<file path="src/hw/sniffer_pkg.sv">
// Sniffer widths, register map indices, capture buffer size and capture state type

package sniffer_pkg;

  // --------------------------------------------------------------------------
  // AXI4-Lite control bus
  // --------------------------------------------------------------------------
  localparam int AXIL_DATA_BITS = 64;
  localparam int AXIL_ADDR_BITS = 7;
  localparam int AXIL_STRB_BITS = AXIL_DATA_BITS / 8;
  // Byte offset inside one register, then the register index above it
  localparam int ADDR_LSB = $clog2(AXIL_STRB_BITS);
  localparam int REG_IDX_BITS = AXIL_ADDR_BITS - ADDR_LSB;

  localparam int N_REGS = 12;

  // --------------------------------------------------------------------------
  // Register map
  // --------------------------------------------------------------------------
  localparam int CTRL_0 = 0;    // Capture enable, bit 0
  localparam int CTRL_1 = 1;    // Host descriptor valid, bit 0
  localparam int FILTER = 2;    // Mask low, match value high
  localparam int STATE = 3;
  localparam int SIZE = 4;
  localparam int TIMER = 5;
  localparam int VADDR = 6;
  localparam int LEN = 7;
  localparam int PID = 8;
  localparam int DEST = 9;
  localparam int BUF_ADDR = 10;
  localparam int BUF_DATA = 11;  // Read window into the capture buffer

  // Host descriptor fields
  localparam int VADDR_BITS = 48;
  localparam int LEN_BITS = 28;
  localparam int PID_BITS = 6;
  localparam int DEST_BITS = 4;

  // Capture buffer, in 64-bit words
  localparam int BUF_DEPTH = 256;
  localparam int BUF_ADDR_BITS = 8;

  typedef enum logic [1:0] {
    IDLE = 2'd0,
    ARMED = 2'd1,
    CAPTURE = 2'd2,
    DONE = 2'd3
  } capture_state_t;

endpackage

</file>
<file path="src/hw/packet_capture.sv">
// Capture engine: state machine, first-beat filter, byte count, timer and buffer writes
`timescale 1ns/1ps

module packet_capture (
  input  logic                                  aclk,
  input  logic                                  aresetn,
  input  logic                                  capture_en,
  input  logic [63:0]                           filter,
  // Packet stream, no back-pressure
  input  logic                                  pkt_valid,
  input  logic [63:0]                           pkt_data,
  input  logic                                  pkt_last,
  // Status
  output sniffer_pkg::capture_state_t           state,
  output logic [31:0]                           size,
  output logic [63:0]                           timer,
  // Buffer write port
  output logic                                  cap_req,
  output logic [sniffer_pkg::BUF_ADDR_BITS-1:0] cap_addr,
  output logic [63:0]                           cap_wdata
);

  import sniffer_pkg::*;

  logic in_pkt;
  logic first_beat;
  logic match;
  logic arm;
  logic buf_full;
  logic store;
  // One bit wider than the buffer address so a full buffer is visible
  logic [BUF_ADDR_BITS:0] wr_ptr;

  // Start of packet tracking, independent of the capture state
  always_ff @(posedge aclk) begin
    if (!aresetn) begin
      in_pkt <= 1'b0;
    end else if (pkt_valid) begin
      in_pkt <= !pkt_last;
    end
  end

  assign first_beat = pkt_valid && !in_pkt;

  // Mask in the low half of filter, match value in the high half
  assign match = (pkt_data[31:0] & filter[31:0]) == (filter[63:32] & filter[31:0]);

  assign arm = capture_en && (state == IDLE);
  assign buf_full = (wr_ptr == BUF_DEPTH);

  // Beat that belongs to a packet being stored
  always_comb begin
    case (state)
      ARMED:   store = first_beat && match;
      CAPTURE: store = pkt_valid;
      default: store = 1'b0;
    endcase
  end

  // --------------------------------------------------------------------------
  // State machine
  // --------------------------------------------------------------------------
  always_ff @(posedge aclk) begin
    if (!aresetn) begin
      state <= IDLE;
      wr_ptr <= '0;
      cap_req <= 1'b0;
    end else begin
      cap_req <= 1'b0;
      if (!capture_en) begin
        state <= IDLE;
      end else if (arm) begin
        state <= ARMED;
        wr_ptr <= '0;
      end else if (store) begin
        if (buf_full) begin
          // Rest of the packet and all later ones are dropped
          state <= DONE;
        end else begin
          cap_req <= 1'b1;
          wr_ptr <= wr_ptr + 1'b1;
          state <= pkt_last ? ARMED : CAPTURE;
        end
      end
    end
  end

  always_ff @(posedge aclk) begin
    if (store && !buf_full) begin
      cap_addr <= wr_ptr[BUF_ADDR_BITS-1:0];
      cap_wdata <= pkt_data;
    end
  end

  // --------------------------------------------------------------------------
  // Byte count and timer
  // --------------------------------------------------------------------------
  // size moves on the edge that writes the beat into the buffer
  always_ff @(posedge aclk) begin
    if (!aresetn) begin
      size <= '0;
      timer <= '0;
    end else if (arm) begin
      size <= '0;
      timer <= '0;
    end else begin
      if (cap_req) begin
        size <= size + 32'd8;
      end
      if (state == ARMED || state == CAPTURE) begin
        timer <= timer + 64'd1;
      end
    end
  end

endmodule

</file>
<file path="config.mk">
export PLATFORM = sky130hd
export DESIGN_NAME = packet_capture
export DESIGN_NICKNAME = d
export VERILOG_FILES = /design/src/hw/sniffer_pkg.sv /design/src/hw/packet_capture.sv
export SDC_FILE = /design/constraint.sdc
export NUM_CORES = 1
export LEC_CHECK = 0
export BUFFER_PORTS_ARGS = -buffer_cell sky130_fd_sc_hd__buf_2
export CORE_ASPECT_RATIO = 1.25
export CORE_UTILIZATION = 52
export DETAILED_ROUTE_END_ITERATION = 16
export PLACE_DENSITY_LB_ADDON = 0.25
export SYNTH_ARGS = -nofsm -noshare
export SYNTH_HDL_FRONTEND = slang
export SYNTH_SLANG_ARGS = --single-unit
</file>
<file path="constraint.sdc">
create_clock -name aclk -period 9.85 [get_ports aclk]
set_input_delay 0.4925 -clock aclk [delete_from_list [all_inputs] [get_ports aclk]]
set_output_delay 0.4925 -clock aclk [all_outputs]
set_load 0.005 [all_outputs]
</file>
Yosys cells after proc, flatten, opt, wreduce, memory -nomap -nowiden
Index checks and enable logic that the tools add are counted.

Output and inout port bits: 171. Bits in registers: 181. Input port bits: 133.

Equal/unequal tests: 5. $add $sub $neg: 3. Bitwise logic cells: 5. Reductions and logical operators: 15. Muxes and demuxes: 9.

Operator list (count): $add 64x1->64 const B (1); $and 32x32->32 (2); $add 32x4->32 const B (1); $eq 32x32->1 (1); $mux 9 (3); $add 9x1->9 const B (1); $eq 9x9->1 const B (1); $logic_and 1x1->1 (4); $mux 2 (2); $reduce_or 4->1 (1); $logic_not 1->1 (3); $mux 1 (3); $not 1->1 (3); $reduce_and 3->1 (1); $reduce_or 3->1 (1); $eq 2x1->1 const B (1); $eq 2x2->1 const B (1); $logic_not 2->1 (1); $ne 2x2->1 const B (1); $pmux 1 s2 (1); $reduce_and 2->1 (1); $reduce_bool 2->1 (1); $reduce_or 2->1 (1); $logic_or 1x1->1 (1).

Logic depth before layout (Yosys ltp)
Depth after elaboration: 6. Mapped depth: 10. Depth with buffers taken out: 9.

Worst setup path before layout
OpenSTA, ideal clock, no wires.

Kind: input to register. Start: input port pkt_data[11]. End: register cap_addr[0] (netlist bit) (enable). Stages: 7. Buffers on the path: 1. Path slack: 4.086 ns. Arrival time: 5.238 ns. Data required time: 9.323 ns. Cell sequence: xor2_1 -> a22oi_1 -> nand4_1 -> or3_1 -> o21a_1 -> clkbuf_1 -> a21oi_1.

Longest elaborated chain between the ends: 5.

Ends and longest elaborated chain: from (decl) (line packet_capture.sv:11) `input logic [63:0] pkt_data,`; $and 32x32->32 (line packet_capture.sv:46) `assign match = (pkt_data[31:0] & filter[31:0]) == (filter[63:32] & filter[31:0]);`; $eq 32x32->1 (line packet_capture.sv:46); $logic_and 1x1->1 (line packet_capture.sv:54) `ARMED: store = first_beat && match;`; $pmux 1 s2 (line packet_capture.sv:53) `case (state)`; $logic_and 1x1->1 (line packet_capture.sv:89) `if (store && !buf_full) begin`; to (signal assigned) (line packet_capture.sv:90) `cap_addr <= wr_ptr[BUF_ADDR_BITS-1:0];`; to (decl) (line packet_capture.sv:19) `output logic [sniffer_pkg::BUF_ADDR_BITS-1:0] cap_addr,`.

No other way between the ends. A chain may end at the register's enable or synchronous reset.

Final worst setup path
Start: register state[1]. End: register cap_wdata[63] (enable).

Longest elaborated chain between the ends: 3. Elaborated cells on any way between the ends: 4. Classes of those cells: 2 x eq/ne; 1 x mux; 1 x reduce/logical.

Ends and longest elaborated chain: from (decl) (line packet_capture.sv:14) `output sniffer_pkg::capture_state_t state,`; from (signal assigned) (line packet_capture.sv:82) `state <= pkt_last ? ARMED : CAPTURE;`; $eq 2x2->1 or $eq 2x1->1 (tied branches) (line packet_capture.sv:53); $pmux 1 s2 (*) (line packet_capture.sv:53); $logic_and 1x1->1 (*) (line packet_capture.sv:89); to (signal assigned) (line packet_capture.sv:91) `cap_wdata <= pkt_data;`; to (decl) (line packet_capture.sv:20) `output logic [63:0] cap_wdata`.

Every way passes the cells marked *; elsewhere a longest branch is shown, timed or not.

==> out/results.tsv <==
metric	value	unit
WL final	19230	um
H-Tree Depth	4	
post-layout util	69.89	%
Vias	6224	
top-count cell post-synth	dfxtp_1	
sequential area share after synthesis	57.78	%
Sink Count	178	
worst path arrival time	3520	ps
Pleak	0.003978	uW
part of the power in registers	50.6	%
Residual DRC	0	
CTS resizes	0	
initial antenna violation count	8	
cell count after synthesis	690	
Synth area leaders	edfxtp_1, dfxtp_1, xor2_1, xnor2_1, nor2_1	
clk root buf	clkbuf_16	
CTS tree	built	
First-pass DRT Iterations	5	
DR WL/cell	16.20	um
Fmax	0.2882	GHz
DP HPWL	14240	um
Post-CTS Hold Fix Bufs	0	
Routed Antenna Nets	0	
clock transition at the registers of the reported paths	70	ps
Setup Skew	12.96	ps
CTS buffer count	17	
worst-margin pin slew	900.8	ps
row cnt	48	
Tot GR Track Use	26.04	%
Skew-Pair Late Insertion Delay	420	ps
Setup TNS Final	0	ps
first-pass GRT wire length	29280	um
Buffers on Ports	300	
Switching Fraction	22.12	%
RSZ-0062 raised after global routing	no	
Worst VDD drop	0.1069	mV
initial core utilization	53.45	%
vias in the first global route	5893	
setup bufs post-CTS	0	
crit end category	register	
max-slew violation count	0	
die span in x	108.8	um
critical path startpoint category	register	
nets	1134	
status	finished, final reports clean	
Setup Viol. Count Final	0	
Iter 0 DRT Violations	256	
final hold slack	239.6	ps
die area	14740	sq um
syn_area_per_cell	10.75	sq um
combinational share of power	4.2	%
internal power	1179	uW
distinct cell type count after synthesis	47	
crit path time final	3470	ps
Max Cap Viol	0	
Most used DFF post-synth	dfxtp_1	
top cell type's share of synthesized area	29.16	%
clock network power share	45.2	%
Post-synth top cells	dfxtp_1, nor2_1, edfxtp_1	
Die Span Y	135.5	um
largest net degree at the start of global routing	62	
layout cells sized above 1	34.26	%
Final Hold Vio Count	0	
GRT overflow	0	
Fill cells	1076	
IO Pins	304	
Pwr Density	156.1	nW/um^2
CP max FO	46	
Max Root-Sink Buffers	2	
RD Place Congestion	0.9391	
Post-synth EDFFs	72	
Net Switching	334.8	uW
Final Cycle Share	35.23	%
Worst slew margin	39.81	%
synth warn	0	
vias per inst	5.243	
Synth Cell Area	7415	sq um
core footprint	13870	sq um
Worst Path Class, Setup	register to register	
worst hold-check path type	input port to register	
area delta synth->final	30.76	%
register bit total from synthesis	178	
ys async rst share	0	%
dominant cell type by area after synthesis	edfxtp_1	
critical path required time	9900	ps
## power groups by stage
stage	sequential [uW]	combinational (uW)	clock [uW]
3_3_place_gp	782	62.0	0
2_1_floorplan	783	26.4	0
6_report	766	63.7	684
3_5_place_dp	783	63.3	0
5_1_grt	766	70.2	725
4_1_cts	766	63.4	694
## placed cells by master, fill, tap and decap left out, types with 2 or more instances in the layout
cell / synthesis / final
nand2b_1: 4 / 4
buf_4: 3 / 2
mux2i_1: 5 / 5
clkbuf_16: 0 / 17
ha_1: 7 / 7
and4_1: 8 / 8
xor2_1: 71 / 71
inv_1: 18 / 18
nand2_1: 47 / 46
nor2b_1: 3 / 3
inv_8: 0 / 3
and3_1: 15 / 15
bufinv_16: 0 / 2
diode_2: 0 / 5
and3_2: 4 / 4
a221oi_1: 2 / 2
nor3_1: 13 / 13
nand3_1: 37 / 37
conb_1: 1 / 3
nor2_1: 95 / 95
inv_6: 0 / 6
or3_1: 11 / 11
xnor2_1: 41 / 41
clkinvlp_4: 0 / 2
a22oi_1: 10 / 10
nand4_1: 19 / 19
o21ai_0: 13 / 13
nor4_1: 13 / 13
buf_2: 1 / 300
and2_1: 8 / 8
edfxtp_1: 72 / 72
nor4b_1: 2 / 2
a22o_1: 2 / 2
or4_1: 5 / 5
dfxtp_1: 106 / 106
o31ai_1: 5 / 5
a21oi_1: 19 / 18
## cell type report
| type | instances | area, sq um | area share (%) |
|---|---|---|---|
| Sequential cell | 178 | 4284 | 44.19 |
| Timing Repair Buffer | 302 | 1516 | 15.64 |
| Tap cell | 175 | 219.0 | 2.258 |
| Inverter | 18 | 67.56 | 0.6969 |
| Clock buffer | 17 | 425.4 | 4.388 |
| Clock inverter | 15 | 170.2 | 1.755 |
| Multi-Input combinational cell | 477 | 3000 | 30.95 |
| Antenna cell | 5 | 12.51 | 0.1290 |
## layer usage
layer  track usage [%]  part of all wire (%)  up-vias
li1                  -                     -     3039
met1             29.25                    38     2908
met2             44.44                    50      239
met3             9.764                   9.2       32
met4             9.910                   2.0        6
met5                 0                  0.20        -
## flip-flops by register name, summed over array words and instances (netlist names)
signal and cells:
timer 64, cap_wdata 64, state 2, size 29, wr_ptr 9, cap_addr 8, cap_req 1, in_pkt 1
## critical path: stages (launching register included)
cell      delay, ps
dfxtp_1         330
inv_1           110
ha_1            150
nand3b_1         70
a21oi_1         160
nand3_1          90
or3_1           390
o21a_1          380
a21oi_4         760
buf_4           610
## cell families (layout without fill, tap and decap cells)
family                     count (synthesis)  count (layout)  share of synthesized area, %
AOI/OAI and AO/OA                         56              56                         4.759
buffers and inverters                     37             352                         2.042
other                                      1               8                       0.05058
and+or+nand+nor                          294             294                         20.28
xor gates and xnor gates                 112             112                         13.23
adders and majority gates                  7               7                         1.181
DFF                                      178             178                         57.78
muxes                                      5               5                        0.6750
## worst paths after layout
| kind | slack, ps | depth (start not counted) | endpoint | startpoint |
|---|---|---|---|---|
| setup reg to reg | 6380 | 9 | cap_wdata[63]$_DFFE_PP_ | state[1]$_SDFFE_PP0P_ |
| setup / recovery | 6380 | 9 | cap_wdata[63]$_DFFE_PP_ | state[1]$_SDFFE_PP0P_ |
| hold / removal | 240 | 1 | cap_wdata[48]$_DFFE_PP_ | pkt_data[48] |
| hold reg to reg | 480 | 2 | wr_ptr[8]$_SDFFE_PN0P_ | wr_ptr[8]$_SDFFE_PN0P_ |
## stage by stage
step | setup WS, ps | power, uW | instance area, sq um | instances
3_5_place_dp | 6175 | 845.8 | 9087 | 1150
5_1_grt | 6145 | 1561 | 9688 | 1184
4_1_cts | 6398 | 1524 | 9683 | 1182
6_report | 6380 | 1513 | 9696 | 1187
2_1_floorplan | 4086 | 808.9 | 7422 | 692
3_3_place_gp | 6192 | 844.4 | 9087 | 1150
Note: power is estimated with default switching activity, not from simulation.
