[src/hw/sniffer_pkg.sv]
// Sniffer widths, register map indices, capture buffer size and capture state type

package sniffer_pkg;

  // --------------------------------------------------------------------------
  // AXI4-Lite control bus
  // --------------------------------------------------------------------------
  localparam int AXIL_DATA_BITS = 64;
  localparam int AXIL_ADDR_BITS = 7;
  localparam int AXIL_STRB_BITS = AXIL_DATA_BITS / 8;
  // Byte offset inside one register, then the register index above it
  localparam int ADDR_LSB = $clog2(AXIL_STRB_BITS);
  localparam int REG_IDX_BITS = AXIL_ADDR_BITS - ADDR_LSB;

  localparam int N_REGS = 12;

  // --------------------------------------------------------------------------
  // Register map
  // --------------------------------------------------------------------------
  localparam int CTRL_0 = 0;    // Capture enable, bit 0
  localparam int CTRL_1 = 1;    // Host descriptor valid, bit 0
  localparam int FILTER = 2;    // Mask low, match value high
  localparam int STATE = 3;
  localparam int SIZE = 4;
  localparam int TIMER = 5;
  localparam int VADDR = 6;
  localparam int LEN = 7;
  localparam int PID = 8;
  localparam int DEST = 9;
  localparam int BUF_ADDR = 10;
  localparam int BUF_DATA = 11;  // Read window into the capture buffer

  // Host descriptor fields
  localparam int VADDR_BITS = 48;
  localparam int LEN_BITS = 28;
  localparam int PID_BITS = 6;
  localparam int DEST_BITS = 4;

  // Capture buffer, in 64-bit words
  localparam int BUF_DEPTH = 256;
  localparam int BUF_ADDR_BITS = 8;

  typedef enum logic [1:0] {
    IDLE = 2'd0,
    ARMED = 2'd1,
    CAPTURE = 2'd2,
    DONE = 2'd3
  } capture_state_t;

endpackage

[src/hw/sniffer_ctrl_slv.sv]
// AXI4-Lite register slave with sniffer register map, host descriptor and buffer read window
`timescale 1ns/1ps

module sniffer_ctrl_slv (
  input  logic                                   aclk,
  input  logic                                   aresetn,
  // AXI4-Lite write channels
  input  logic                                   awvalid,
  output logic                                   awready,
  input  logic [sniffer_pkg::AXIL_ADDR_BITS-1:0] awaddr,
  input  logic                                   wvalid,
  output logic                                   wready,
  input  logic [sniffer_pkg::AXIL_DATA_BITS-1:0] wdata,
  input  logic [sniffer_pkg::AXIL_STRB_BITS-1:0] wstrb,
  output logic                                   bvalid,
  input  logic                                   bready,
  output logic [1:0]                             bresp,
  // AXI4-Lite read channels
  input  logic                                   arvalid,
  output logic                                   arready,
  input  logic [sniffer_pkg::AXIL_ADDR_BITS-1:0] araddr,
  output logic                                   rvalid,
  input  logic                                   rready,
  output logic [sniffer_pkg::AXIL_DATA_BITS-1:0] rdata,
  output logic [1:0]                             rresp,
  // Capture engine
  output logic                                   capture_en,
  output logic [63:0]                            filter,
  input  sniffer_pkg::capture_state_t            state,
  input  logic [31:0]                            size,
  input  logic [63:0]                            timer,
  // Host descriptor
  output logic                                   host_valid,
  output logic [sniffer_pkg::VADDR_BITS-1:0]     host_vaddr,
  output logic [sniffer_pkg::LEN_BITS-1:0]       host_len,
  output logic [sniffer_pkg::PID_BITS-1:0]       host_pid,
  output logic [sniffer_pkg::DEST_BITS-1:0]      host_dest,
  // Capture buffer read port
  output logic                                   rd_req,
  output logic [sniffer_pkg::BUF_ADDR_BITS-1:0]  rd_addr,
  input  logic                                   rd_gnt,
  input  logic [63:0]                            rd_data,
  input  logic                                   rd_valid
);

  import sniffer_pkg::*;

  logic [AXIL_ADDR_BITS-1:0] axi_awaddr;
  logic [AXIL_ADDR_BITS-1:0] axi_araddr;
  logic axi_awready;
  logic axi_wready;
  logic axi_arready;
  logic axi_bvalid;
  logic axi_rvalid;
  logic [AXIL_DATA_BITS-1:0] axi_rdata;
  logic aw_en;
  logic aw_accept;
  logic ar_accept;
  logic wr_done;
  logic rd_busy;
  logic slv_reg_wren;
  logic slv_reg_rden;
  logic buf_rd;
  logic reg_writable;
  logic [REG_IDX_BITS-1:0] wr_idx;
  logic [REG_IDX_BITS-1:0] rd_idx;
  logic [AXIL_DATA_BITS-1:0] rd_mux;

  logic [N_REGS-1:0][AXIL_DATA_BITS-1:0] slv_reg;

  assign wr_idx = axi_awaddr[ADDR_LSB +: REG_IDX_BITS];
  assign rd_idx = axi_araddr[ADDR_LSB +: REG_IDX_BITS];

  // --------------------------------------------------------------------------
  // Register file
  // --------------------------------------------------------------------------
  assign slv_reg_wren = axi_awready && awvalid && axi_wready && wvalid;

  always_comb begin
    case (wr_idx)
      CTRL_0, CTRL_1, FILTER, VADDR, LEN, PID, DEST, BUF_ADDR: reg_writable = 1'b1;
      default: reg_writable = 1'b0;
    endcase
  end

  // Byte merge under wstrb; status slots are never written
  always_ff @(posedge aclk) begin
    if (!aresetn) begin
      slv_reg <= '0;
    end else if (slv_reg_wren && reg_writable) begin
      for (int i = 0; i < AXIL_STRB_BITS; i++) begin
        if (wstrb[i]) begin
          slv_reg[wr_idx][i*8 +: 8] <= wdata[i*8 +: 8];
        end
      end
    end
  end

  // Read values, truncated to the width of each field
  always_comb begin
    rd_mux = '0;
    case (rd_idx)
      CTRL_0:   rd_mux[0] = slv_reg[CTRL_0][0];
      CTRL_1:   rd_mux[0] = slv_reg[CTRL_1][0];
      FILTER:   rd_mux = slv_reg[FILTER];
      STATE:    rd_mux[1:0] = state;
      SIZE:     rd_mux[31:0] = size;
      TIMER:    rd_mux = timer;
      VADDR:    rd_mux[VADDR_BITS-1:0] = slv_reg[VADDR][VADDR_BITS-1:0];
      LEN:      rd_mux[LEN_BITS-1:0] = slv_reg[LEN][LEN_BITS-1:0];
      PID:      rd_mux[PID_BITS-1:0] = slv_reg[PID][PID_BITS-1:0];
      DEST:     rd_mux[DEST_BITS-1:0] = slv_reg[DEST][DEST_BITS-1:0];
      BUF_ADDR: rd_mux[BUF_ADDR_BITS-1:0] = slv_reg[BUF_ADDR][BUF_ADDR_BITS-1:0];
      default:  rd_mux = '0;
    endcase
  end

  assign capture_en = slv_reg[CTRL_0][0];
  assign filter = slv_reg[FILTER];
  assign host_valid = slv_reg[CTRL_1][0];
  assign host_vaddr = slv_reg[VADDR][VADDR_BITS-1:0];
  assign host_len = slv_reg[LEN][LEN_BITS-1:0];
  assign host_pid = slv_reg[PID][PID_BITS-1:0];
  assign host_dest = slv_reg[DEST][DEST_BITS-1:0];
  assign rd_addr = slv_reg[BUF_ADDR][BUF_ADDR_BITS-1:0];

  // --------------------------------------------------------------------------
  // Write handshake
  // --------------------------------------------------------------------------
  assign aw_accept = !axi_awready && awvalid && wvalid && aw_en;

  always_ff @(posedge aclk) begin
    if (!aresetn) begin
      axi_awready <= 1'b0;
      axi_wready <= 1'b0;
      aw_en <= 1'b1;
      wr_done <= 1'b0;
      axi_bvalid <= 1'b0;
    end else begin
      axi_awready <= aw_accept;
      axi_wready <= aw_accept;
      wr_done <= slv_reg_wren;
      if (aw_accept) begin
        aw_en <= 1'b0;
      end else if (bready && axi_bvalid) begin
        aw_en <= 1'b1;
      end
      // Response one cycle after the register update
      if (wr_done) begin
        axi_bvalid <= 1'b1;
      end else if (bready && axi_bvalid) begin
        axi_bvalid <= 1'b0;
      end
    end
  end

  always_ff @(posedge aclk) begin
    if (aw_accept) begin
      axi_awaddr <= awaddr;
    end
  end

  // --------------------------------------------------------------------------
  // Read handshake and buffer read sequencer
  // --------------------------------------------------------------------------
  assign ar_accept = !axi_arready && arvalid && !axi_rvalid && !rd_busy;
  assign slv_reg_rden = axi_arready && arvalid && !axi_rvalid;
  assign buf_rd = slv_reg_rden && (rd_idx == BUF_DATA);

  always_ff @(posedge aclk) begin
    if (!aresetn) begin
      axi_arready <= 1'b0;
      axi_rvalid <= 1'b0;
      rd_req <= 1'b0;
      rd_busy <= 1'b0;
    end else begin
      axi_arready <= ar_accept;
      if ((slv_reg_rden && !buf_rd) || rd_valid) begin
        axi_rvalid <= 1'b1;
      end else if (axi_rvalid && rready) begin
        axi_rvalid <= 1'b0;
      end
      // BUF_DATA waits here until the buffer returns the word
      if (buf_rd) begin
        rd_req <= 1'b1;
      end else if (rd_gnt) begin
        rd_req <= 1'b0;
      end
      if (buf_rd) begin
        rd_busy <= 1'b1;
      end else if (rd_valid) begin
        rd_busy <= 1'b0;
      end
    end
  end

  always_ff @(posedge aclk) begin
    if (ar_accept) begin
      axi_araddr <= araddr;
    end
    if (slv_reg_rden && !buf_rd) begin
      axi_rdata <= rd_mux;
    end else if (rd_valid) begin
      axi_rdata <= rd_data;
    end
  end

  assign awready = axi_awready;
  assign wready = axi_wready;
  assign bvalid = axi_bvalid;
  assign bresp = 2'b00;
  assign arready = axi_arready;
  assign rvalid = axi_rvalid;
  assign rdata = axi_rdata;
  assign rresp = 2'b00;

endmodule

[config.mk]
export PLATFORM = sky130hd
export DESIGN_NAME = sniffer_ctrl_slv
export DESIGN_NICKNAME = d
export VERILOG_FILES = /design/src/hw/sniffer_pkg.sv /design/src/hw/sniffer_ctrl_slv.sv
export SDC_FILE = /design/constraint.sdc
export NUM_CORES = 1
export LEC_CHECK = 0
export ABC_AREA = 0
export BUFFER_PORTS_ARGS = -buffer_cell sky130_fd_sc_hd__buf_2
export CAP_MARGIN = 20
export CORE_AREA = 2 2 191 193
export CTS_CLUSTER_SIZE = 30
export DETAILED_ROUTE_END_ITERATION = 7
export DIE_AREA = 0 0 193 195
export PLACE_DENSITY = 0.66
export SLEW_MARGIN = 20
export SYNTH_ARGS = -nofsm -noshare
export SYNTH_HDL_FRONTEND = slang
export SYNTH_SLANG_ARGS = --single-unit
[constraint.sdc]
create_clock -name aclk -period 5.75 [get_ports aclk]
set_input_delay 1.4375 -clock aclk [delete_from_list [all_inputs] [get_ports aclk]]
set_output_delay 1.4375 -clock aclk [all_outputs]
set_load 0.01 [all_outputs]
After elaboration in Yosys (flattened, before gate mapping)
Memory sizes are Yosys's and may differ from the RTL's. A register that Yosys moved wholly into a read port is not among the register bits.
Cells that the tools add are included.
W data, S select, Z words.
{"block": "classes", "n_addsub": 0, "n_mul": 0, "n_div": 0, "n_lt_le_gt_ge": 2, "eq_ne": 11, "shift": 0, "mux": 68, "n_bitwise": 0, "reduce_logical": 30}
{"op": "$mux W768", "count": 22}
{"op": "$bwmux W768", "count": 8}
{"op": "$demux W64 S4", "count": 8}
{"op": "$mux W64", "count": 3}
{"op": "$pmux W20 S5", "count": 1}
{"op": "$mux W56", "count": 1}
{"op": "$mux W48", "count": 1}
{"op": "$pmux W16 S3", "count": 1}
{"op": "$mux W40", "count": 1}
{"op": "$mux W32", "count": 1}
{"op": "$pmux W16 S2", "count": 1}
{"op": "$mux W24", "count": 1}
{"op": "$logic_and A1 B1 Y1", "count": 17}
{"op": "$eq A4 B3 Y1 const B", "count": 4}
{"op": "$eq A4 B4 Y1 const B", "count": 4}
{"op": "$mux W16", "count": 1}
{"op": "$pmux W2 S8", "count": 1}
{"op": "$pmux W4 S4", "count": 1}
{"op": "$pmux W2 S7", "count": 1}
{"op": "$pmux W2 S6", "count": 1}
{"op": "$reduce_bool A2 Y1", "count": 6}
{"op": "$pmux W1 S11", "count": 1}
{"op": "$mux W1", "count": 10}
{"op": "$pmux W1 S9", "count": 1}
{"op": "9 further kinds", "count": 14}
{"block": "totals", "regBits": 854, "latch_bits": 0, "ramBits": 0, "romBits": 16, "in_bits": 257, "out_inout_bits": 234, "wordCells": 135, "memories": 1}
{"memory": "(no name shown)", "words": 16, "word_bits": 1, "rd": 1, "rd_clocked_by_memory_dff": 1, "write_ports": 0, "line": "sniffer_ctrl_slv.sv:80", "rtl": "case (wr_idx)"}

Logic depth before layout (Yosys ltp)
Gate-level depths: netlist (run 1).
{"block": "depth", "depth_word": 34, "ltp_mapped": 7, "ltp_nobuf": 4}

Worst setup path before layout (run 1)
Ideal clock, no wire load.
{"block": "synth_path", "path_kind": "input to register", "start": "in arvalid", "end": "reg axi_rdata[0] (netlist: rdata[0]), enable pin", "setup_ns": 0.433, "t_arrival_ns": 3.187, "t_required_ns": 5.317, "slack_ns": 2.130, "cell_stages": 3, "n_path_buf": 0, "cell_sequence": "and3b_1 > o21ai_1 > nand2b_1"}
{"block": "synth_between", "elab_chain_len": 6}
{"element": "start, declared", "line": "sniffer_ctrl_slv.sv:19", "rtl": "input logic arvalid,"}
{"element": "$logic_and A1 B1 Y1 (*) (2 in a row)", "line": "sniffer_ctrl_slv.sv:167", "rtl": "assign slv_reg_rden = axi_arready && arvalid && !axi_rvalid;"}
{"element": "$logic_and A1 B1 Y1", "line": "sniffer_ctrl_slv.sv:168", "rtl": "assign buf_rd = slv_reg_rden && (rd_idx == BUF_DATA);"}
{"element": "$logic_not A1 Y1", "line": "sniffer_ctrl_slv.sv:201", "rtl": "if (slv_reg_rden && !buf_rd) begin"}
{"element": "$logic_and A1 B1 Y1 (*)", "line": "sniffer_ctrl_slv.sv:201"}
{"element": "$reduce_bool A2 Y1 (no source line) (*)"}
{"element": "end signal, assigned", "line": "sniffer_ctrl_slv.sv:202", "rtl": "axi_rdata <= rd_mux;"}
{"element": "end signal, assigned", "line": "sniffer_ctrl_slv.sv:204", "rtl": "axi_rdata <= rd_data;"}
{"element": "end, declared", "line": "sniffer_ctrl_slv.sv:55", "rtl": "logic [AXIL_DATA_BITS-1:0] axi_rdata;"}
Mark *: on every way between the ends. The rest lies on a longest branch, timed or not.
A chain may end at the register's enable or synchronous reset.

Worst setup path after layout (run 1)
{"block": "layout_path", "start": "reg axi_araddr[4]", "end": "reg axi_rdata[7] (netlist: rdata[7]) (data pin)"}
{"block": "layout_between", "elab_chain_len": 5, "word_cells_on_any_way": 12, "classes_between": "7 x eq/ne; 2 x mux; 3 x reduce/logical"}
{"element": "start, declared", "line": "sniffer_ctrl_slv.sv:49", "rtl": "logic [AXIL_ADDR_BITS-1:0] axi_araddr;"}
{"element": "start signal, assigned", "line": "sniffer_ctrl_slv.sv:199", "rtl": "axi_araddr <= araddr;"}
{"element": "parallel branches: the longest is 4 deep, another holds $pmux W2 S6"}
{"element": "$mux W64 (*)", "line": "sniffer_ctrl_slv.sv:201"}
Every way passes the cells marked *.

==> qor.txt, run 1 <==
RSZ-0062 raised after global routing: no
Distinct cell type count after synthesis: 60
Setup TNS: 0 ns
Net Sw Power: 0.9340 mW
Initial Utilization: 32.19%
Register area share after synthesis: 48.67%
Cell Chain, Critical Path: buf_4 -> nand2_1 -> o21ai_4 -> buf_4 -> nor2_1 -> a22o_1
Max-cap viol count: 0
Top FF cell, synth: dfxtp_1
Clk Latency, worst-skew pair: 0.56 ns
RR Endpoint: rdata[7]
Resized cells post-CTS: 0
Grt met1 use: 28.69%
Vias: 10.77k
Data required, critical path: 6.07 ns
Area of the core: 35,400 um2
Vias/cell: 5.249
Gr ovfl total: 0
DR pass1 iterations: 8
Synth warnings: 0
Mean post-synth cell area: 10.03 um2
Cells on worst reg2reg path: 6
Global routing usage on met3: 5.212%
Largest net degree at the start of global routing: 98
Clock power frac: 43.8%
Area leader, netlist: dfxtp_1
I/O pin count: 491
Crit path depth: 6
Chip Height: 195 um
Die area: 37,640 um2
Global-route wire length before repair: 64,740 um
Relative slew slack: 28.48%
Longest Clk Path Bufs: 3
Final count of hold timing violations: 0
GR peak layer: met2
Reg-to-reg slack, setup: 2.52 ns
Min-Delay Path Class: reg2reg
Ys async rst share: 0%
Crit. End Element: register
Setup crit end: rdata[7]
Setup ws final: 2.523 ns
DP HPWL: 32,650 um
Share of cells above drive strength 1: 36.60%
Slew @ Worst Pin: 1.073 ns
Seq pwr share: 47.1%
CTS Buf Count: 27
Initial antenna violation count: 3
Post-synth EDFFs: 72
Peak VDD IR: 0.0001958 V
Synthesis-to-finish area growth: 30.91%
DR WL/cell: 21.90 um
Max Freq: 309.9 MHz
Internal power: 2.922 mW
Pwr/cell area: 258.5 nW/um2
Post-CTS Setup Bufs: 0
Final WL: 44,940 um
Max H-tree Level: 1
Slew Limit Fails: 0
Die X-Extent: 193 um
Grt met2 use: 38.42%
Most frequent cell after synthesis: nand2_1
Status: finished, final reports clean
Final GP Congestion: 0.8947
Top post-synthesis cells by count: nand2_1 (207), dfxtp_1 (169), mux2i_1 (90), nor2b_1 (89), edfxtp_1 (72)
WS Path Type: reg2reg
Leakage Power: 6.899 nW
Cts hold-fix bufs: 0
Port Buffers: 480
Dpl cells: 2,001
Crit. Startpoint: axi_araddr[4]
# setup viols final: 0
Final Skew: 0.03957 ns
CTS tree: done
Initial DRC Count: 742
Total track usage: 22.59%
Hold Path Stages: 1
Period minus WS final: 3.227 ns
Worst Hold Launch: wr_done
Crit-path most repeated cell: buf_4
Comb pwr share: 9.1%
Nets@finish: 1,826
Reg2reg start: axi_araddr[4]
Net Sw Frac: 24.22%
Vias in the first global route: 10.32k
Root buffer cell: clkbuf_16
Number of remaining DRC errors: 0
Non-filler cells, final: 2,052
Max stage delay on crit path: 0.80 ns
Site Rows: 69
# clock sinks: 241
Post-Syn Area: 11,390 um2
Synth Register Bits: 241
Crit path max-delay family: buffers and inverters
Worst EP arrival: 3.55 ns
Post-route ant nets: 0
Synth top area share: 29.69%
Critical path startpoint category: register
CP bufs+invs: 2
Filler instances: 3,494
Fin crit share: 56.12%
Top cells by area, synth: dfxtp_1 (30%), edfxtp_1 (19%), mux2i_1 (7.9%)
CP max-delay cell: edfxtp_1
Dpl ws: 2.159 ns
CTS clock-pin slew for the worst setup and hold paths: 0.07 ns
Gate Count Post-Synth: 1,136
Max FO, Critical Path: 64
final cells by class:
cell class	count	area, um2	share of cell area [%]
Antenna cell	1	2.502	0.01678
Clock buffer	36	729.5	4.891
Clock inverter	14	117.6	0.7885
Inverter	3	11.26	0.07550
Multi-Input combinational cell	801	5415	36.31
Sequential cell	241	5545	37.18
Tap cell	461	576.8	3.867
Timing Repair Buffer	495	2517	16.88
layer usage:
metal | vias to the layer above | wire length [um]
met5 | - | 29
li1 | 4964 | -
met4 | 4 | 958
met1 | 5160 | 18220
met3 | 84 | 4085
met2 | 559 | 21650
worst min path at each step:
| stage | end | slack (ns) |
|---|---|---|
| global route | bvalid | 0.47 |
| CTS | bvalid | 0.45 |
| global placement | bvalid | 0.43 |
| finish | bvalid | 0.45 |
| floorplan | bvalid | 0.42 |
| detailed placement | bvalid | 0.44 |
cell families after synthesis:
logic type             synth area share (%)
buffers and inverters                 4.371
AND/OR/NAND/NOR                       18.84
flip-flops                            48.67
AO/OA/AOI/OAI                         17.01
other                               0.03291
multiplexers                          11.07
flip-flops by register name, summed over array words and instances (netlist names), 4 cells and up:
register	cells
axi_araddr	4
host_dest	4
rd_addr	8
host_len	28
axi_awaddr	4
host_pid	6
host_vaddr	48
rdata	64
filter	64
power by group through the flow:
| stage | Sequential [mW] | Combinational, mW | Clock [mW] |
|---|---|---|---|
| after floorplan | 1.86 | 0.149 | 0 |
| after global placement | 1.85 | 0.345 | 0 |
| after detailed placement | 1.85 | 0.350 | 0 |
| after CTS | 1.81 | 0.351 | 1.71 |
| after global routing | 1.82 | 0.380 | 1.78 |
| final | 1.81 | 0.352 | 1.69 |
layout by cell type, fill, tap and decap left out, types with 22 or more instances in the layout:
cell type / netlist / layout
a21boi_0: 53 / 53
a21oi_1: 23 / 22
a222oi_1: 23 / 23
a22o_1: 45 / 45
buf_2: 47 / 479
clkbuf_16: 0 / 27
dfxtp_1: 169 / 169
edfxtp_1: 72 / 72
mux2i_1: 90 / 90
nand2_1: 207 / 207
nor2_1: 41 / 40
nor2b_1: 89 / 88
o21ai_0: 47 / 45
stage by stage:
stage / cell area, um2 / util, % / power (mW) / hold WS (ns)
finish: 14920 / 42.14 / 3.856 / 0.4478
global route: 14920 / 42.14 / 3.980 / 0.4718
CTS: 14910 / 42.13 / 3.878 / 0.4479
detailed placement: 14070 / 39.74 / 2.201 / 0.4406
global placement: 14060 / 39.72 / 2.195 / 0.4343
floorplan: 11400 / - / 2.014 / 0.4177
(Power assumes the default switching activity.)
==> run 2: changes to the inputs <==
- CORE_AREA: 2 2 191 193 -> 2 2 193 195
- DIE_AREA: 0 0 193 195 -> 0 0 195 197
- PLACE_DENSITY: 0.66 -> 0.65
- clock period: 5.75 -> 3 ns (I/O delays scaled with it)
==> run 2 against run 1 <==
Non-clock buffer count rose by 18. Maximum frequency rose by 32%. Die area rose by 2.1%. Sequential power rose by 92%. Critical path depth fell by 1. Clock skew fell by 0.020 ns. Sequential share of layout area fell by 0.78 points. Critical endpoint is now rdata[2]. Largest power group is now the clock network.
==> qor.txt, run 2 (synthesis results as in run 1) <==
Site Rows: 70 (+1.4%)
Internal power: 5.838 mW (+100%)
Initial Utilization: 31.42% (-0.77 points)
Post-route ant nets: 0 (unchanged)
Setup TNS: 0 ns (unchanged)
Final count of hold timing violations: 0 (unchanged)
Max-cap viol count: 0 (unchanged)
Area of the core: 36,260 um2 (+2.4%)
CTS tree: done
Gr ovfl total: 0 (unchanged)
Vias/cell: 5.174 (-1.4%)
Peak VDD IR: 0.0003766 V (+92%)
Die area: 38,420 um2 (+2.1%)
Final GP Congestion: 0.9235 (+3.2%)
Share of cells above drive strength 1: 37.81% (+1.2 points)
Vias in the first global route: 10.28k (-0.33%)
Net Sw Power: 1.833 mW (+96%)
Global-route wire length before repair: 64,680 um (about the same)
I/O pin count: 491 (unchanged)
Worst EP arrival: 2.75 ns (-0.80 ns)
Fin crit share: 81.67% (+26 points)
Placed Area: 14,280 um2 (+1.5%)
Cts hold-fix bufs: 0 (unchanged)
Max Freq: 408.1 MHz (+32%)
Status: finished, final reports clean
WS Path Type: reg2reg
Port Buffers: 480 (unchanged)
Crit. End Element: register
Commonest cells after routing, fill and taps aside: buf_2 (479), nand2_1 (207), dfxtp_1 (169), mux2i_1 (90), nor2b_1 (88)
Seq pwr share: 45.4% (-1.7 points)
Nets@finish: 1,844 (+0.99%)
Data required, critical path: 3.30 ns (-2.77 ns)
Min-Delay Path Class: in2reg
Crit path max-delay family: flip-flops
Final Skew: 0.02005 ns (-0.01952 ns)
Slew @ Worst Pin: 0.7672 ns (-0.3057 ns)
Root buffer cell: clkbuf_16
Longest Clk Path Bufs: 3 (unchanged)
Vias: 10.77k (+0.0093%)
Number of remaining DRC errors: 0 (unchanged)
RSZ-0062 raised after global routing: no
Pwr/cell area: 503.5 nW/um2 (+95%)
Chip Height: 197 um (+1.0%)
Initial DRC Count: 777 (+4.7%)
Clock power frac: 45.6% (+1.8 points)
Synthesis-to-finish area growth: 33.70%
Slew Limit Fails: 0 (unchanged)
# setup viols final: 0 (unchanged)
Non-filler cells, final: 2,082 (+1.5%)
Net Sw Frac: 23.90% (-0.33 points)
Die X-Extent: 195 um (+1.0%)
Reg2reg start: axi_araddr[4]
DR pass1 iterations: 7 (-1)
Fin area: 15,230 um2 (+2.1%)
CTS Buf Count: 27 (unchanged)
# clock sinks: 241 (unchanged)
Worst Hold Launch: araddr[5]
Final WL: 44,320 um (-1.4%)
Max FO, Critical Path: 19 (-70%)
Critical path startpoint category: register
Dpl cells: 2,026 (+1.2%)
DP HPWL: 33,110 um (+1.4%)
Max stage delay on crit path: 0.72 ns (-0.08 ns)
Comb pwr share: 9.1% (about the same)
Period minus WS final: 2.450 ns (-0.7769 ns)
Post-CTS Setup Bufs: 0 (unchanged)
Total track usage: 21.91% (-0.68 points)
CTS clock-pin slew for the worst setup and hold paths: 0.06 ns (about the same)
CP bufs+invs: 1 (-1)
Initial antenna violation count: 6 (+3)
Largest net degree at the start of global routing: 95 (-3.1%)
Most common cell after layout, fill and taps aside: buf_2
Relative slew slack: 48.74% (+20 points)
DR WL/cell: 21.29 um (-2.8%)
Dpl ws: 0.4756 ns (-1.684 ns)
Overall Power: 7.670 mW (+99%)
Max H-tree Level: 1 (unchanged)
Leakage Power: 7.042 nW (+2.1%)
Resized cells post-CTS: 0 (unchanged)
Clk Latency, worst-skew pair: 0.55 ns (about the same)
Cell Chain, Critical Path: buf_4 -> mux2_2 -> a32o_1 -> a211oi_1 -> o21ai_1
CP max-delay cell: edfxtp_1
Crit. Startpoint: axi_araddr[4]
Setup ws final: 0.5498 ns (-1.973 ns)
## run 2: cell types whose count changed in the layout (fill, tap and decap cells not counted), moves of 4 or more
| cell | before | now |
|---|---|---|
| clkinvlp_4 | 0 | 4 |
| clkbuf_1 | 7 | 1 |
| buf_12 | 0 | 6 |
| buf_4 | 16 | 28 |
| diode_2 | 1 | 6 |
## run 2: final timing paths
kind	slack (ns)	end	cells past startpoint
min	0.37	axi_araddr[5]	1
min reg2reg	0.45	bvalid	1
max	0.55	rdata[2]	5
max reg2reg	0.55	rdata[2]	5
## run 2: power by group through the flow
stage | clock, mW | combinational, mW | sequential (mW)
final | 3.50 | 0.696 | 3.48
after CTS | 3.55 | 0.693 | 3.48
after global placement | 0 | 0.682 | 3.55
after floorplan | 0 | 0.286 | 3.57
after detailed placement | 0 | 0.690 | 3.55
after global routing | 3.69 | 0.749 | 3.49
## run 2: layer usage
| metal | vias up | global-route usage, % | part of all wire, % |
|---|---|---|---|
| met4 | 2 | 6.729 | 2.5 |
| met3 | 78 | 4.723 | 8.3 |
| li1 | 5001 | - | - |
| met1 | 5159 | 28.13 | 41 |
| met2 | 532 | 36.92 | 48 |
| met5 | - | 0 | 0.029 |
## run 2: final cells by class
cell class,count,area [um2]
diodes,6,15.01
clock inverters,18,202.7
clock buffers,32,734.5
repair buffers,513,2728
inverters,3,11.26
flip-flops and latches,241,5545
fillers,3602,21030
multi-input cells,801,5411
well taps,468,585.6
## run 2: stage by stage
step / utilization (%) / hold WS, ns
finish: 42.01 / 0.3676
floorplan: - / 0.4177
detailed placement: 39.38 / 0.4348
CTS: 41.96 / 0.3430
global route: 42.00 / 0.3590
global placement: 39.38 / 0.4255
==> run 3: changes to the inputs <==
- ABC_AREA: 0 -> 1
- CORE_AREA: 2 2 193 195 -> 2 2 190 192
- DIE_AREA: 0 0 195 197 -> 0 0 192 194
- clock period: 3 -> 2.43 ns (I/O delays scaled with it)
==> run 3 against run 2 <==
Non-clock buffer count is 5 lower. Die area decreased by 3.0%. Via count up 9.7%. Wire length is essentially flat. Critical path type unchanged.
==> qor.txt, run 3 <==
Status: finished, final reports clean
Die X-Extent: 192 um (-1.5%)
Comb pwr share: 8.4% (-0.7 points)
Root buffer cell: clkbuf_16
CTS clock-pin slew for the worst setup and hold paths: 0.06 ns (about the same)
Nets@finish: 2,186 (+19%)
Resized cells post-CTS: 0 (unchanged)
Most frequent cell after synthesis: nand2_1
Area leader, netlist: dfxtp_1
Seq pwr share: 46.2% (+0.8 points)
Min-Delay Path Class: in2reg
Final WL: 44,350 um (about the same)
Synth warnings: 0 (unchanged)
Chip Height: 194 um (-1.5%)
Top post-synthesis cells by count: nand2_1 (411), nor2_1 (243), dfxtp_1 (169), o21ai_0 (152), a21oi_1 (98)
Crit path max-delay family: simple AND/OR/NAND/NOR gates
FF+latch area: 5545 um2 (unchanged)
Site Rows: 69 (-1.4%)
Fin crit share: 88.01% (+6.3 points)
Commonest cells after routing, fill and taps aside: buf_2 (479), nand2_1 (411), nor2_1 (240), dfxtp_1 (169), o21ai_0 (152)
Top cells by area, synth: dfxtp_1 (31%), edfxtp_1 (20%), nand2_1 (14%)
# setup viols final: 0 (unchanged)
Synthesis-to-finish area growth: 35.64%
Max Freq: 467.6 MHz (+15%)
Initial Utilization: 31.23% (-0.19 points)
Final count of hold timing violations: 0 (unchanged)
Post-route ant nets: 0 (unchanged)
Peak VDD IR: 0.0004824 V (+28%)
Post-Syn Area: 11,000 um2 (-3.4%)
DP HPWL: 33,730 um (+1.9%)
Initial antenna violation count: 8 (+2)
Crit-path most repeated cell: nand2_1
Reg2reg start: axi_araddr[6]
Net Sw Power: 2.178 mW (+19%)
Area of the multi-input gates: 4833 um2 (-11%)
Slew Limit Fails: 0 (unchanged)
Mean post-synth cell area: 7.577 um2 (-24%)
Vias/cell: 4.889 (-5.5%)
Share of cells above drive strength 1: 31.21% (-6.6 points)
Crit. Startpoint: axi_araddr[6]
Leakage Power: 7.110 nW (+0.96%)
Synth top area share: 30.75% (+1.1 points)
Ys async rst share: 0% (unchanged)
Post-synth EDFFs: 72 (unchanged)
Worst EP arrival: 2.55 ns (-0.20 ns)
Setup TNS: 0 ns (unchanged)
Relative slew slack: 43.71% (-5.0 points)
Filler instances: 3,598 (-0.11%)
Post-CTS Setup Bufs: 0 (unchanged)
CP max-delay cell: nor2_4
DR WL/cell: 18.34 um (-14%)
Clock power frac: 45.5% (about the same)
Final Skew: 0.01318 ns (-0.006870 ns)
I/O pin count: 491 (unchanged)
WS Path Type: reg2reg
Final Util: 42.37% (+0.35 points)
CP bufs+invs: 3 (+2)
Critical path startpoint category: register
CTS Buf Count: 28 (+3.7%)
Cts hold-fix bufs: 0 (unchanged)
Top FF cell, synth: dfxtp_1
Initial DRC Count: 711 (-8.5%)
Max stage delay on crit path: 0.50 ns (-0.22 ns)
Number of remaining DRC errors: 0 (unchanged)
Total track usage: 22.54% (+0.63 points)
Hold-critical path endpoint: axi_araddr[4]
Vias: 11.82k (+9.7%)
DR pass1 iterations: 5 (-2)
Largest net degree at the start of global routing: 72 (-24%)
Area of the core: 35,220 um2 (-2.9%)
Cell Chain, Critical Path: inv_2 -> nand2_2 -> nor2_4 -> buf_4 -> nand2_1 -> o21ai_0 -> inv_1 -> nand3_1 -> nand2_1 -> nand2_1
Final GP Congestion: 0.9313 (+0.84%)
Die area: 37,250 um2 (-3.0%)
Hold Path Stages: 1 (unchanged)
Most common cell after layout, fill and taps aside: buf_2
Port Buffers: 480 (unchanged)
RR Endpoint: rdata[26]
Gate Count Post-Synth: 1,452 (+28%)
Max-cap viol count: 0 (unchanged)
Vias in the first global route: 11.04k (+7.4%)
Internal power: 7.109 mW (+22%)
Cells on worst reg2reg path: 10 (+5)
Crit. End Element: register
Distinct cell type count after synthesis: 36 (-40%)
Period minus WS final: 2.139 ns (-0.3116 ns)
Synth Register Bits: 241 (unchanged)
Gr ovfl total: 0 (unchanged)
Longest Clk Path Bufs: 3 (unchanged)
Worst Hold Launch: araddr[4]
RSZ-0062 raised after global routing: no
Global-route wire length before repair: 64,300 um (-0.59%)
CTS tree: done
Net Sw Frac: 23.45% (-0.45 points)
# clock sinks: 241 (unchanged)
Clk Latency, worst-skew pair: 0.54 ns (about the same)
Pwr/cell area: 622.3 nW/um2 (+24%)
Slew @ Worst Pin: 0.8434 ns (+0.07620 ns)
Max H-tree Level: 1 (unchanged)
Reg-to-reg slack, setup: 0.29 ns (-0.26 ns)
Register area share after synthesis: 50.40% (+1.7 points)
Max FO, Critical Path: 12 (-7)
Data required, critical path: 2.84 ns (-0.46 ns)
==> run 3: cell count changes after synthesis, moves of 75 or more <==
cell | previous run | this run
mux2i_1 | 90 | 0
nor2_1 | 41 | 243
nand2_1 | 207 | 411
nor2b_1 | 89 | 0
a21oi_1 | 23 | 98
o21ai_0 | 47 | 152
==> run 3: area by class of cell <==
class                      count  share of cell area (%)
antenna                        6                  0.1006
clock inverter                16                   1.023
timing repair buffer         508                   18.19
inverter                      80                   2.088
tap                          461                   3.865
sequential                   241                   37.16
multi-input combinational   1070                   32.39
clock buffer                  36                   5.182
==> run 3: worst max-delay path by stage <==
stage                      end  slack (ns)  cells past startpoint
floorplan             rdata[0]        0.04                      5
global placement    filter[14]        0.31                      9
detailed placement  filter[14]        0.28                      9
CTS                  rdata[26]        0.31                     10
global route         rdata[26]        0.18                     10
finish               rdata[26]        0.29                     10
==> run 3: metrics by stage <==
stage               setup slack (ns)  cell area (um2)  std cells  power [mW]  hold WS [ns]
floorplan                    0.04122            11020       1455       4.700        0.4130
global placement              0.3122            13980       2360       5.141        0.4343
detailed placement            0.2819            13980       2360       5.148        0.4376
CTS                           0.3111            14910       2412       9.381        0.2125
global route                  0.1789            14920       2416       9.604        0.2176
finish                        0.2914            14920       2418       9.287        0.2450
==> run 3: cells by family (layout without fill, tap and decap cells) <==
| logic type | after synthesis | count (layout) | share of synthesized area, % |
|---|---|---|---|
| AO/OA/AOI/OAI | 277 | 277 | 12.81 |
| buffers and inverters | 144 | 640 | 5.993 |
| flip-flops | 241 | 241 | 50.40 |
| other | 1 | 10 | 0.03409 |
| AND/OR/NAND/NOR | 789 | 789 | 30.76 |
==> run 3: power by group through the flow <==
| stage | Sequential (mW) | Clock (mW) | Combinational, mW |
|---|---|---|---|
| global route | 4.29 | 4.46 | 0.847 |
| global placement | 4.37 | 0 | 0.767 |
| floorplan | 4.42 | 0 | 0.284 |
| finish | 4.29 | 4.22 | 0.776 |
| detailed placement | 4.38 | 0 | 0.773 |
| CTS | 4.29 | 4.32 | 0.777 |
==> run 3: layer usage <==
layer | global-route usage (%) | vias up | share of wire, %
met5 | 0 | - | 0.061
met4 | 7.945 | 4 | 3.4
met3 | 4.344 | 92 | 8.6
met2 | 38.88 | 577 | 48
met1 | 27.87 | 5439 | 40
li1 | - | 5710 | -
